--- config.mk ---
export PLATFORM = sky130hd
export DESIGN_NAME = amber_periph_top
export DESIGN_NICKNAME = d
export VERILOG_FILES = /design/src/rtl/amber_periph_pkg.sv /design/src/rtl/amber_periph_top.sv /design/src/rtl/interrupt_controller.sv /design/src/rtl/test_module.sv /design/src/rtl/timer_module.sv /design/src/rtl/wb_periph_decode.sv
export SDC_FILE = /design/constraint.sdc
export NUM_CORES = 1
export LEC_CHECK = 0
export ABC_AREA = 1
export BUFFER_PORTS_ARGS = -buffer_cell sky130_fd_sc_hd__buf_2
export CORE_MARGIN = 1
export CORE_UTILIZATION = 39
export DETAILED_ROUTE_END_ITERATION = 10
export PLACE_DENSITY = 0.58
export SYNTH_ARGS = -nofsm -noshare
export SYNTH_HDL_FRONTEND = slang
export SYNTH_SLANG_ARGS = --single-unit
--- constraint.sdc ---
create_clock -name i_clk -period 3 [get_ports i_clk]
set_input_delay 0.3 -clock i_clk [delete_from_list [all_inputs] [get_ports i_clk]]
set_output_delay 0.3 -clock i_clk [all_outputs]
set_load 0.02 [all_outputs]
--- src/rtl/amber_periph_pkg.sv ---
// Amber peripheral subsystem definitions
// Bus widths, address map, register offsets, interrupt bits and bus structs
package amber_periph_pkg;

    // ----------------------------------------------------------
    // Bus widths
    // ----------------------------------------------------------
    localparam int WB_DWIDTH = 32;
    localparam int WB_SWIDTH = 4;
    localparam int WB_AWIDTH = 32;

    // Slave bases, compared against adr[31:16]
    localparam logic [15:0] AMBER_TM_BASE   = 16'h1300;
    localparam logic [15:0] AMBER_IC_BASE   = 16'h1400;
    localparam logic [15:0] AMBER_TEST_BASE = 16'hF000;

    // ----------------------------------------------------------
    // Register byte offsets, only bits 7:2 are decoded
    // ----------------------------------------------------------
    // Timer n sits at n * 0x10
    localparam logic [7:0] TM_LOAD  = 8'h00;
    localparam logic [7:0] TM_VALUE = 8'h04;
    localparam logic [7:0] TM_CTRL  = 8'h08;
    localparam logic [7:0] TM_CLR   = 8'h0C;

    localparam logic [7:0] IC_IRQ_STATUS  = 8'h00;
    localparam logic [7:0] IC_IRQ_RAW     = 8'h04;
    localparam logic [7:0] IC_IRQ_ENSET   = 8'h08;
    localparam logic [7:0] IC_IRQ_ENCLR   = 8'h0C;
    localparam logic [7:0] IC_FIRQ_STATUS = 8'h20;
    localparam logic [7:0] IC_FIRQ_RAW    = 8'h24;
    localparam logic [7:0] IC_FIRQ_ENSET  = 8'h28;
    localparam logic [7:0] IC_FIRQ_ENCLR  = 8'h2C;

    localparam logic [7:0] TEST_IRQ  = 8'h00;
    localparam logic [7:0] TEST_FIRQ = 8'h04;
    localparam logic [7:0] TEST_LED  = 8'h08;

    // Timer control bits and sizes
    localparam int TM_CTRL_EN       = 0;
    localparam int TM_CTRL_PERIODIC = 1;
    localparam int TM_COUNT_W       = 16;
    localparam int NUM_TIMERS       = 3;

    // Interrupt source vector, timers occupy IRQ_TIMER0 upwards
    localparam int IRQ_SRC_W     = 5;
    localparam int IRQ_TEST_IRQ  = 0;
    localparam int IRQ_TEST_FIRQ = 1;
    localparam int IRQ_TIMER0    = 2;

    localparam int LED_W = 4;

    typedef struct packed {
        logic [WB_AWIDTH-1:0] adr;
        logic [WB_SWIDTH-1:0] sel;
        logic                 we;
        logic [WB_DWIDTH-1:0] dat;
        logic                 cyc;
        logic                 stb;
    } wb_req_t;

    typedef struct packed {
        logic [WB_DWIDTH-1:0] dat;
        logic                 ack;
        logic                 err;
    } wb_rsp_t;

endpackage
--- src/rtl/amber_periph_top.sv ---
// Amber peripheral subsystem top level
// Decoder, timers, test registers and interrupt controller on one Wishbone port
`timescale 1ns/1ps

module amber_periph_top (
    input  logic                               i_clk,
    input  logic                               i_rst_n,
    input  amber_periph_pkg::wb_req_t          i_wb_req,
    output amber_periph_pkg::wb_rsp_t          o_wb_rsp,
    output logic                               o_irq,
    output logic                               o_firq,
    output logic [amber_periph_pkg::LED_W-1:0] o_led
);
    import amber_periph_pkg::*;

    wb_req_t tm_req, ic_req, test_req;
    wb_rsp_t tm_rsp, ic_rsp, test_rsp;

    logic [NUM_TIMERS-1:0] timer_int;
    logic                  test_irq;
    logic                  test_firq;
    logic [IRQ_SRC_W-1:0]  irq_src;

    // Source vector in package bit order
    always_comb begin
        irq_src                               = '0;
        irq_src[IRQ_TEST_IRQ]                 = test_irq;
        irq_src[IRQ_TEST_FIRQ]                = test_firq;
        irq_src[IRQ_TIMER0 +: NUM_TIMERS]     = timer_int;
    end

    wb_periph_decode u_decode (
        .i_clk      (i_clk),    .i_rst_n    (i_rst_n),
        .i_wb_req   (i_wb_req), .o_wb_rsp   (o_wb_rsp),
        .o_tm_req   (tm_req),   .i_tm_rsp   (tm_rsp),
        .o_ic_req   (ic_req),   .i_ic_rsp   (ic_rsp),
        .o_test_req (test_req), .i_test_rsp (test_rsp)
    );

    timer_module u_timer (
        .i_clk (i_clk), .i_rst_n (i_rst_n),
        .i_wb_req (tm_req), .o_wb_rsp (tm_rsp), .o_timer_int (timer_int)
    );

    test_module u_test (
        .i_clk (i_clk), .i_rst_n (i_rst_n),
        .i_wb_req (test_req), .o_wb_rsp (test_rsp),
        .o_irq (test_irq), .o_firq (test_firq), .o_led (o_led)
    );

    interrupt_controller u_intc (
        .i_clk (i_clk), .i_rst_n (i_rst_n),
        .i_wb_req (ic_req), .o_wb_rsp (ic_rsp),
        .i_irq_src (irq_src), .o_irq (o_irq), .o_firq (o_firq)
    );

endmodule

--- src/rtl/interrupt_controller.sv ---
// Interrupt controller
// Masks the raw sources separately for irq and firq and registers
// the two core interrupt lines
`timescale 1ns/1ps

module interrupt_controller (
    input  logic                                   i_clk,
    input  logic                                   i_rst_n,
    input  amber_periph_pkg::wb_req_t              i_wb_req,
    output amber_periph_pkg::wb_rsp_t              o_wb_rsp,
    input  logic [amber_periph_pkg::IRQ_SRC_W-1:0] i_irq_src,
    output logic                                   o_irq,
    output logic                                   o_firq
);
    import amber_periph_pkg::*;

    logic [IRQ_SRC_W-1:0] irq_mask_q;
    logic [IRQ_SRC_W-1:0] firq_mask_q;
    logic [IRQ_SRC_W-1:0] irq_status;
    logic [IRQ_SRC_W-1:0] firq_status;
    logic [IRQ_SRC_W-1:0] wr_bits;

    logic                 req_go;
    logic [7:0]           off;
    logic [WB_DWIDTH-1:0] rd_data;
    logic [WB_DWIDTH-1:0] rdat_q;
    logic                 ack_q;

    assign req_go      = i_wb_req.cyc & i_wb_req.stb & ~ack_q;
    assign off         = {i_wb_req.adr[7:2], 2'b00};
    assign wr_bits     = i_wb_req.dat[IRQ_SRC_W-1:0];
    assign irq_status  = i_irq_src & irq_mask_q;
    assign firq_status = i_irq_src & firq_mask_q;

    // ----------------------------------------------------------
    // Register reads
    // ----------------------------------------------------------
    always_comb begin
        case (off)
            IC_IRQ_STATUS:  rd_data = WB_DWIDTH'(irq_status);
            IC_IRQ_RAW:     rd_data = WB_DWIDTH'(i_irq_src);
            IC_IRQ_ENSET:   rd_data = WB_DWIDTH'(irq_mask_q);
            IC_FIRQ_STATUS: rd_data = WB_DWIDTH'(firq_status);
            IC_FIRQ_RAW:    rd_data = WB_DWIDTH'(i_irq_src);
            IC_FIRQ_ENSET:  rd_data = WB_DWIDTH'(firq_mask_q);
            default:        rd_data = '0;
        endcase
    end

    always_ff @(posedge i_clk) begin
        if (req_go) begin
            rdat_q <= rd_data;
        end
    end

    // ----------------------------------------------------------
    // Enable masks and output lines
    // ----------------------------------------------------------
    always_ff @(posedge i_clk or negedge i_rst_n) begin
        if (!i_rst_n) begin
            ack_q       <= 1'b0;
            irq_mask_q  <= '0;
            firq_mask_q <= '0;
            o_irq       <= 1'b0;
            o_firq      <= 1'b0;
        end else begin
            ack_q  <= req_go;
            o_irq  <= |irq_status;
            o_firq <= |firq_status;
            if (req_go && i_wb_req.we) begin
                case (off)
                    IC_IRQ_ENSET:  irq_mask_q  <= irq_mask_q | wr_bits;
                    IC_IRQ_ENCLR:  irq_mask_q  <= irq_mask_q & ~wr_bits;
                    IC_FIRQ_ENSET: firq_mask_q <= firq_mask_q | wr_bits;
                    IC_FIRQ_ENCLR: firq_mask_q <= firq_mask_q & ~wr_bits;
                    default:       ;
                endcase
            end
        end
    end

    assign o_wb_rsp = '{dat: rdat_q, ack: ack_q, err: 1'b0};

    a_irq_needs_mask: assert property (@(posedge i_clk) disable iff (!i_rst_n)
        o_irq |-> $past(|irq_mask_q));

endmodule

--- src/rtl/test_module.sv ---
// Test register block
// Software-set irq and firq lines plus an LED register
`timescale 1ns/1ps

module test_module (
    input  logic                               i_clk,
    input  logic                               i_rst_n,
    input  amber_periph_pkg::wb_req_t          i_wb_req,
    output amber_periph_pkg::wb_rsp_t          o_wb_rsp,
    output logic                               o_irq,
    output logic                               o_firq,
    output logic [amber_periph_pkg::LED_W-1:0] o_led
);
    import amber_periph_pkg::*;

    logic                 req_go;
    logic [7:0]           off;
    logic [WB_DWIDTH-1:0] rd_data;
    logic [WB_DWIDTH-1:0] rdat_q;
    logic                 ack_q;

    assign req_go = i_wb_req.cyc & i_wb_req.stb & ~ack_q;
    assign off    = {i_wb_req.adr[7:2], 2'b00};

    always_comb begin
        case (off)
            TEST_IRQ:  rd_data = WB_DWIDTH'(o_irq);
            TEST_FIRQ: rd_data = WB_DWIDTH'(o_firq);
            TEST_LED:  rd_data = WB_DWIDTH'(o_led);
            default:   rd_data = '0;
        endcase
    end

    always_ff @(posedge i_clk or negedge i_rst_n) begin
        if (!i_rst_n) begin
            ack_q  <= 1'b0;
            o_irq  <= 1'b0;
            o_firq <= 1'b0;
            o_led  <= '0;
        end else begin
            ack_q <= req_go;
            if (req_go && i_wb_req.we) begin
                case (off)
                    TEST_IRQ:  o_irq  <= i_wb_req.dat[0];
                    TEST_FIRQ: o_firq <= i_wb_req.dat[0];
                    TEST_LED:  o_led  <= i_wb_req.dat[LED_W-1:0];
                    default:   ;
                endcase
            end
        end
    end

    always_ff @(posedge i_clk) begin
        if (req_go) begin
            rdat_q <= rd_data;
        end
    end

    assign o_wb_rsp = '{dat: rdat_q, ack: ack_q, err: 1'b0};

    a_ack_after_stb: assert property (@(posedge i_clk) disable iff (!i_rst_n)
        o_wb_rsp.ack |-> $past(i_wb_req.stb));

endmodule

--- src/rtl/timer_module.sv ---
// Timer block with three 16-bit down-counters
// Each timer has load, value, control and clear registers and one interrupt
`timescale 1ns/1ps

module timer_module (
    input  logic                                  i_clk,
    input  logic                                  i_rst_n,
    input  amber_periph_pkg::wb_req_t             i_wb_req,
    output amber_periph_pkg::wb_rsp_t             o_wb_rsp,
    output logic [amber_periph_pkg::NUM_TIMERS-1:0] o_timer_int
);
    import amber_periph_pkg::*;

    logic [TM_COUNT_W-1:0] load_q  [NUM_TIMERS];
    logic [TM_COUNT_W-1:0] value_q [NUM_TIMERS];
    logic [1:0]            ctrl_q  [NUM_TIMERS];
    logic [NUM_TIMERS-1:0] armed_q;
    logic [NUM_TIMERS-1:0] int_q;
    logic [NUM_TIMERS-1:0] fire;
    logic [NUM_TIMERS-1:0] clr_hit;

    logic                 req_go;
    logic                 wr;
    logic [7:0]           off;
    logic [3:0]           tm_sel;
    logic [WB_DWIDTH-1:0] rd_data;
    logic [WB_DWIDTH-1:0] rdat_q;
    logic                 ack_q;

    assign req_go = i_wb_req.cyc & i_wb_req.stb & ~ack_q;
    assign wr     = req_go & i_wb_req.we;
    assign off    = {i_wb_req.adr[7:2], 2'b00};
    assign tm_sel = off[7:4];

    // ----------------------------------------------------------
    // Expiry and clear per timer
    // ----------------------------------------------------------
    always_comb begin
        for (int n = 0; n < NUM_TIMERS; n++) begin
            fire[n]    = ctrl_q[n][TM_CTRL_EN] && value_q[n] == '0 && armed_q[n];
            clr_hit[n] = wr && int'(tm_sel) == n && off[3:0] == TM_CLR[3:0];
        end
    end

    // Reload value per timer
    always_ff @(posedge i_clk) begin
        for (int n = 0; n < NUM_TIMERS; n++) begin
            if (wr && int'(tm_sel) == n && off[3:0] == TM_LOAD[3:0]) begin
                load_q[n] <= i_wb_req.dat[TM_COUNT_W-1:0];
            end
        end
    end

    always_ff @(posedge i_clk or negedge i_rst_n) begin
        if (!i_rst_n) begin
            for (int n = 0; n < NUM_TIMERS; n++) begin
                value_q[n] <= '0;
                ctrl_q[n]  <= '0;
            end
            armed_q <= '0;
            int_q   <= '0;
        end else begin
            // A set from expiry wins over a clear in the same cycle
            int_q <= (int_q & ~clr_hit) | fire;
            for (int n = 0; n < NUM_TIMERS; n++) begin
                if (wr && int'(tm_sel) == n && off[3:0] == TM_LOAD[3:0]) begin
                    value_q[n] <= i_wb_req.dat[TM_COUNT_W-1:0];
                    armed_q[n] <= 1'b1;
                end else if (fire[n]) begin
                    armed_q[n] <= ctrl_q[n][TM_CTRL_PERIODIC];
                    if (ctrl_q[n][TM_CTRL_PERIODIC]) begin
                        value_q[n] <= load_q[n];
                    end
                end else if (ctrl_q[n][TM_CTRL_EN] && value_q[n] != '0) begin
                    value_q[n] <= value_q[n] - 1'b1;
                end
                if (wr && int'(tm_sel) == n && off[3:0] == TM_CTRL[3:0]) begin
                    ctrl_q[n]  <= i_wb_req.dat[1:0];
                    armed_q[n] <= 1'b1;
                end
            end
        end
    end

    // ----------------------------------------------------------
    // Bus read and response
    // ----------------------------------------------------------
    always_comb begin
        rd_data = '0;
        for (int n = 0; n < NUM_TIMERS; n++) begin
            if (int'(tm_sel) == n) begin
                case (off[3:0])
                    TM_LOAD[3:0]:  rd_data = WB_DWIDTH'(load_q[n]);
                    TM_VALUE[3:0]: rd_data = WB_DWIDTH'(value_q[n]);
                    TM_CTRL[3:0]:  rd_data = WB_DWIDTH'(ctrl_q[n]);
                    default:       rd_data = '0;
                endcase
            end
        end
    end

    always_ff @(posedge i_clk) begin
        if (req_go) begin
            rdat_q <= rd_data;
        end
    end

    always_ff @(posedge i_clk or negedge i_rst_n) begin
        if (!i_rst_n) begin
            ack_q <= 1'b0;
        end else begin
            ack_q <= req_go;
        end
    end

    assign o_wb_rsp    = '{dat: rdat_q, ack: ack_q, err: 1'b0};
    assign o_timer_int = int_q;

    a_ack_single: assert property (@(posedge i_clk) disable iff (!i_rst_n)
        o_wb_rsp.ack |=> !o_wb_rsp.ack);

endmodule

--- src/rtl/wb_periph_decode.sv ---
// Wishbone peripheral address decoder
// Steers the request to timer, interrupt controller or test registers
// and answers unmapped addresses with a registered err
`timescale 1ns/1ps

module wb_periph_decode (
    input  logic                       i_clk,
    input  logic                       i_rst_n,
    input  amber_periph_pkg::wb_req_t  i_wb_req,
    output amber_periph_pkg::wb_req_t  o_tm_req,
    output amber_periph_pkg::wb_req_t  o_ic_req,
    output amber_periph_pkg::wb_req_t  o_test_req,
    input  amber_periph_pkg::wb_rsp_t  i_tm_rsp,
    input  amber_periph_pkg::wb_rsp_t  i_ic_rsp,
    input  amber_periph_pkg::wb_rsp_t  i_test_rsp,
    output amber_periph_pkg::wb_rsp_t  o_wb_rsp
);
    import amber_periph_pkg::*;

    logic hit_tm;
    logic hit_ic;
    logic hit_test;
    logic miss;
    logic err_q;

    assign hit_tm   = i_wb_req.adr[31:16] == AMBER_TM_BASE;
    assign hit_ic   = i_wb_req.adr[31:16] == AMBER_IC_BASE;
    assign hit_test = i_wb_req.adr[31:16] == AMBER_TEST_BASE;
    assign miss     = !(hit_tm || hit_ic || hit_test);

    // Only the addressed slave sees stb
    always_comb begin
        o_tm_req       = i_wb_req;
        o_ic_req       = i_wb_req;
        o_test_req     = i_wb_req;
        o_tm_req.stb   = i_wb_req.stb & hit_tm;
        o_ic_req.stb   = i_wb_req.stb & hit_ic;
        o_test_req.stb = i_wb_req.stb & hit_test;
    end

    // One-cycle err for an access nobody owns
    always_ff @(posedge i_clk or negedge i_rst_n) begin
        if (!i_rst_n) begin
            err_q <= 1'b0;
        end else begin
            err_q <= i_wb_req.cyc & i_wb_req.stb & miss & ~err_q;
        end
    end

    // Address stays stable until the response, so select on it directly
    always_comb begin
        o_wb_rsp = '0;
        if (hit_tm) begin
            o_wb_rsp = i_tm_rsp;
        end else if (hit_ic) begin
            o_wb_rsp = i_ic_rsp;
        end else if (hit_test) begin
            o_wb_rsp = i_test_rsp;
        end
        o_wb_rsp.err = o_wb_rsp.err | err_q;
    end

    // At most one slave answers an access
    a_one_responder: assert property (@(posedge i_clk) disable iff (!i_rst_n)
        $onehot0({i_tm_rsp.ack, i_ic_rsp.ack, i_test_rsp.ack, err_q}));

endmodule

Yosys cells after proc, flatten, opt, wreduce, memory -nomap -nowiden
Memory sizes are Yosys's and may differ from the RTL's. Cells that the tools add are included. W data, S select, Z words.

Output and inout bits: 40. Memories kept: 1. Bits in writable memories: 48. Flip-flop bits (word level): 178.

Memory list: u_timer.load_q (depth 3, bits a word 16, read ports 3, clocked after Yosys merged registers in 0, wr ports 1, line timer_module.sv:14) `logic [TM_COUNT_W-1:0] load_q [NUM_TIMERS];`.

Add/subtract/negate cells: 3. Equality and inequality tests: 18. Reductions and logical operators: 56. Multiplexer cells: 46. Bitwise operators: 28.

Operator list (number): $mux W16 (14); $pmux W16 S3 (3); $mux W34 (3); $mux W32 (3); $logic_not A16 Y1 (3); $reduce_bool A16 Y1 (3); $sub A16 B1 Y16 const B (3); $eq A16 B13 Y1 const B (2); $reduce_or A16 Y1 (2); $pmux W5 S5 (1); $eq A6 B4 Y1 const B (4); $logic_and A1 B1 Y1 (23); $and A5 B5 Y5 (4); $pmux W5 S2 (2); $reduce_bool A3 Y1 (6); $mux W1 (17); $eq A16 B16 Y1 const B (1); $reduce_and A2 Y1 (8); $and A1 B1 Y1 (13); $eq A6 B2 Y1 const B (2); $pmux W4 S3 (1); $or A5 B5 Y5 (2); $reduce_or A5 Y1 (2); $ne A3 B2 Y1 const B (3); 18 further kinds (26).

Depth between registers and ports, before layout
Depth after elaboration: 12. Mapped depth: 12. Gate-level depth less buffers: 12.

Modules after synthesis
Synthesis repeated with hierarchy kept, for this count alone.

Cells, all modules: 1728. Area, all modules: 12439.4 sq um.

By module, submodules not included: timer_module (cells each 1031, times used 1, area each 7780.0 sq um); wb_periph_decode (cells each 408, times used 1, area each 2522.4 sq um); interrupt_controller (cells each 198, times used 1, area each 1380.1 sq um); test_module (cells each 91, times used 1, area each 757.0 sq um).

Worst setup path after synthesis
Ideal clock, no wire load.

Path kind: input to output. Start: in i_wb_req[62] (netlist bit). End: out o_wb_rsp[2] (netlist bit). Buffers on the path: 1. Data arrival time: 1586 ps. Path slack: 1114 ps. Stages on the path: 8. Required time: 2700 ps. Path through: nor2_1 > nand2_1 > nor2_4 > inv_2 > nor3_2 > inv_1 > clkbuf_1 > a31oi_1.

RTL lines: from (decl) (line amber_periph_top.sv:8) `input amber_periph_pkg::wb_req_t i_wb_req,`; to (decl) (line amber_periph_top.sv:9) `output amber_periph_pkg::wb_rsp_t o_wb_rsp,`.

==> impl_metrics.json <==
{
  "outcome": "complete, no violations",
  "crit_fanout": 21,
  "antenna_left": 0,
  "reg2reg_slack_ns": 0.83,
  "power.total_w": 0.00461,
  "fmax_ghz": 0.453,
  "syn_area_per_cell_um2": 7.57,
  "path_class": "in -> out",
  "pwr_density_cell_nw_per_um2": 427,
  "cp-end-kind": "primary output",
  "synth_area_leaders": "edfxtp_1 (23%), dfrtp_1 (21%), nand2_1 (15%)",
  "synth_top_area_share": 0.227,
  "io_buffer_count": 66,
  "yosysSeqAreaShare": 0.439,
  "hold_violations": 0,
  "maxSlewHeadroom": 0.490,
  "cts_sinks": 155,
  "syn_inst": 1276,
  "fp.dieH_um": 159,
  "core_um2": 24300,
  "swShare": 0.261,
  "switchingPower_w": 0.00120,
  "place_hpwl_mm": 22.1,
  "grt_max_degree": 43,
  "htreeDepth": 4,
  "p_comb_frac": 0.056,
  "routed-via-count": 8826,
  "worst_pin_slew_ns": 0.765,
  "wirelength_mm": 30.5,
  "rows": 57,
  "setup_viol": 0,
  "final_common_cell": "nand2_1",
  "cap_violations": 0,
  "final_nets": 1413,
  "die_area_um2": 25400,
  "clock-skew-final_ns": 0.0135,
  "drt_iter0_markers": 971,
  "start_util": 0.397,
  "dp_slack_ns": 0.698,
  "worst_slack_ns": 0.794,
  "cts_tree": "yes",
  "maxSlewViolCount": 0,
  "grt_usage": 0.246,
  "fin_crit_sh": 0.735,
  "cp.arrival_ns": 1.91,
  "diodes": 0,
  "routed_via_density": 5.28,
  "ir_drop_v": 0.000305,
  "synth_area_leader_cell": "edfxtp_1",
  "drt-wirelength-per-cell_um": 18.2,
  "synth.cell_area_um2": 9660,
  "period_needed_ns": 2.21,
  "post_route_cells_drive_above_1_share": 0.137,
  "gp_routability_congestion": 0.918,
  "dr_wl_met2_mm": 14.0,
  "root_buffer": "clkbuf_16",
  "first_pass_iters": 5,
  "hold_class": "in -> reg",
  "ys_ff_latch": 155,
  "post-route-drc-count": 0,
  "required_ns": 2.70,
  "postCtsSetupBuffers": 0,
  "wl_met3_mm": 1.81,
  "yosysUniqueCellTypes": 50,
  "fillerInstances": 2530,
  "layout_common_cells": "nand2_1 (377), nand3_1 (178), inv_1 (141)",
  "overflow": 0,
  "dp_cells": 1638,
  "cts.clk_slew.worst_paths_ns": 0.07,
  "seqPwrFrac": 0.485,
  "leakagePower_nw": 5.04,
  "cp-start-kind": "input port",
  "final_area_um2": 10800,
  "p_int_w": 0.00340,
  "cts_buffer_depth": 2,
  "final_cell_count_no_fill": 1671,
  "cts_buffers": 17,
  "setup_tns_ns": 0,
  "dr.max_layer_used": "met4",
  "grt_antenna_before_repair": 1,
  "die_x_um": 159,
  "area_growth_pct": 11.7,
  "place_area_um2": 10200,
  "ys_warn_count": 0,
  "rsz0062_at_grt": "false",
  "p_clk_frac": 0.459,
  "wl_met1_mm": 14.1,
  "grt_pass1_wl_mm": 48.1,
  "grt_pass1_vias": 8250,
  "io_pins": 113,
  "clk_latency_ns": 0.43
}
worst paths after layout:
kind | from | endpoint | cells past startpoint
max | i_wb_req[62] | o_wb_rsp[2] | 9
min | i_wb_req[17] | u_timer.load_q[0][15]$_DFFE_PP_ | 1
max reg2reg | u_timer.value_q[16]$_DFFE_PN0P_ | u_timer.value_q[19]$_DFFE_PN0P_ | 11
min reg2reg | flip-flop | flip-flop | 2
max in group asynchronous | i_rst_n | u_timer.value_q[20]$_DFFE_PN0P_ | 3
min in group asynchronous | i_rst_n | u_timer.value_q[36]$_DFFE_PN0P_ | 2
layer usage:
layer / vias up / track usage
met5: - / 0
met3: 31 / 0.0331
met1: 4161 / 0.350
li1: 4288 / -
met4: 0 / 0.0555
met2: 346 / 0.397
final cells by class:
cell class                      count  area (µm²)  share of cell area
Inverter                          159         598              0.0554
Sequential cell                   155        4240               0.393
Clock buffer                       18         439              0.0407
Timing Repair Buffer               81         460              0.0426
Multi-Input combinational cell    920        4530               0.419
Clock inverter                     14         124              0.0115
Tap cell                          324         405              0.0375
power by group through the flow:
stage / sequential [W] / clock (W) / combinational (W)
final: 0.00223 / 0.00211 / 0.000258
after global routing: 0.00223 / 0.00222 / 0.000278
after CTS: 0.00223 / 0.00214 / 0.000259
after detailed placement: 0.00228 / 0 / 0.000257
after global placement: 0.00228 / 0 / 0.000256
after floorplan: 0.00228 / 0 / 0.000127
state kept, by name, indices dropped and copies added, names as in the netlist, named ones only:
name and count:
u_test.o_firq 1, u_intc.o_firq 1, u_intc.rdat_q 5, u_intc.ack_q 1, u_timer.rdat_q 16, u_test.o_irq 1, u_timer.ctrl_q 6, u_intc.o_irq 1
u_timer.ack_q 1, u_timer.armed_q 3, u_test.ack_q 1, u_test.o_led 4, u_timer.o_timer_int 3, u_timer.value_q 48, u_decode.err_q 1, u_test.rdat_q 4
u_timer.load_q 48
cells in the mapped netlist, drive strengths merged:
cell,count
o22ai,17
nor3,8
clkinv,3
a31oi,11
edfxtp,73
o211ai,4
a32oi,1
o21ai,52
nand3,190
nand4,31
buf,42
nor2,124
a221o,1
or2,4
nor4,1
a2bb2oi,2
a21oi,15
inv,156
xnor2,2
nand2,396
a32o,1
a22oi,2
o2111ai,7
o221ai,5
ha,6
clkbuf,15
xor2,17
dfrtp,82
conb,1
a221oi,7
critical path: stages:
cell and delay [ns]:
buf_2 0.10, nor2_1 0.09, nand2_1 0.09, nor2_4 0.21, inv_2 0.08, nor3_2 0.17, inv_1 0.37, a31oi_1 0.31
buf_2 0.19
per-stage QoR:
stage               hold WS (ns)   util
floorplan                0.00441      -
global placement           0.372  0.420
global route               0.157  0.444
detailed placement         0.367  0.420
finish                     0.179  0.444
CTS                        0.166  0.444
logic make-up after synthesis:
group	after synthesis	synth area share
buf+inv	216	0.0987
compound gates	125	0.0811
fa+ha+maj	6	0.00777
flops	155	0.439
simple gates	754	0.356
other cells	1	0.000388
xor+xnor	19	0.0172
repair_timing:
item,in CTS,in global routing
hold endpoints to repair,41,0
gates resized for setup,0,0
hold buffers,1,0
No activity file was read; power rests on OpenSTA's default activity.
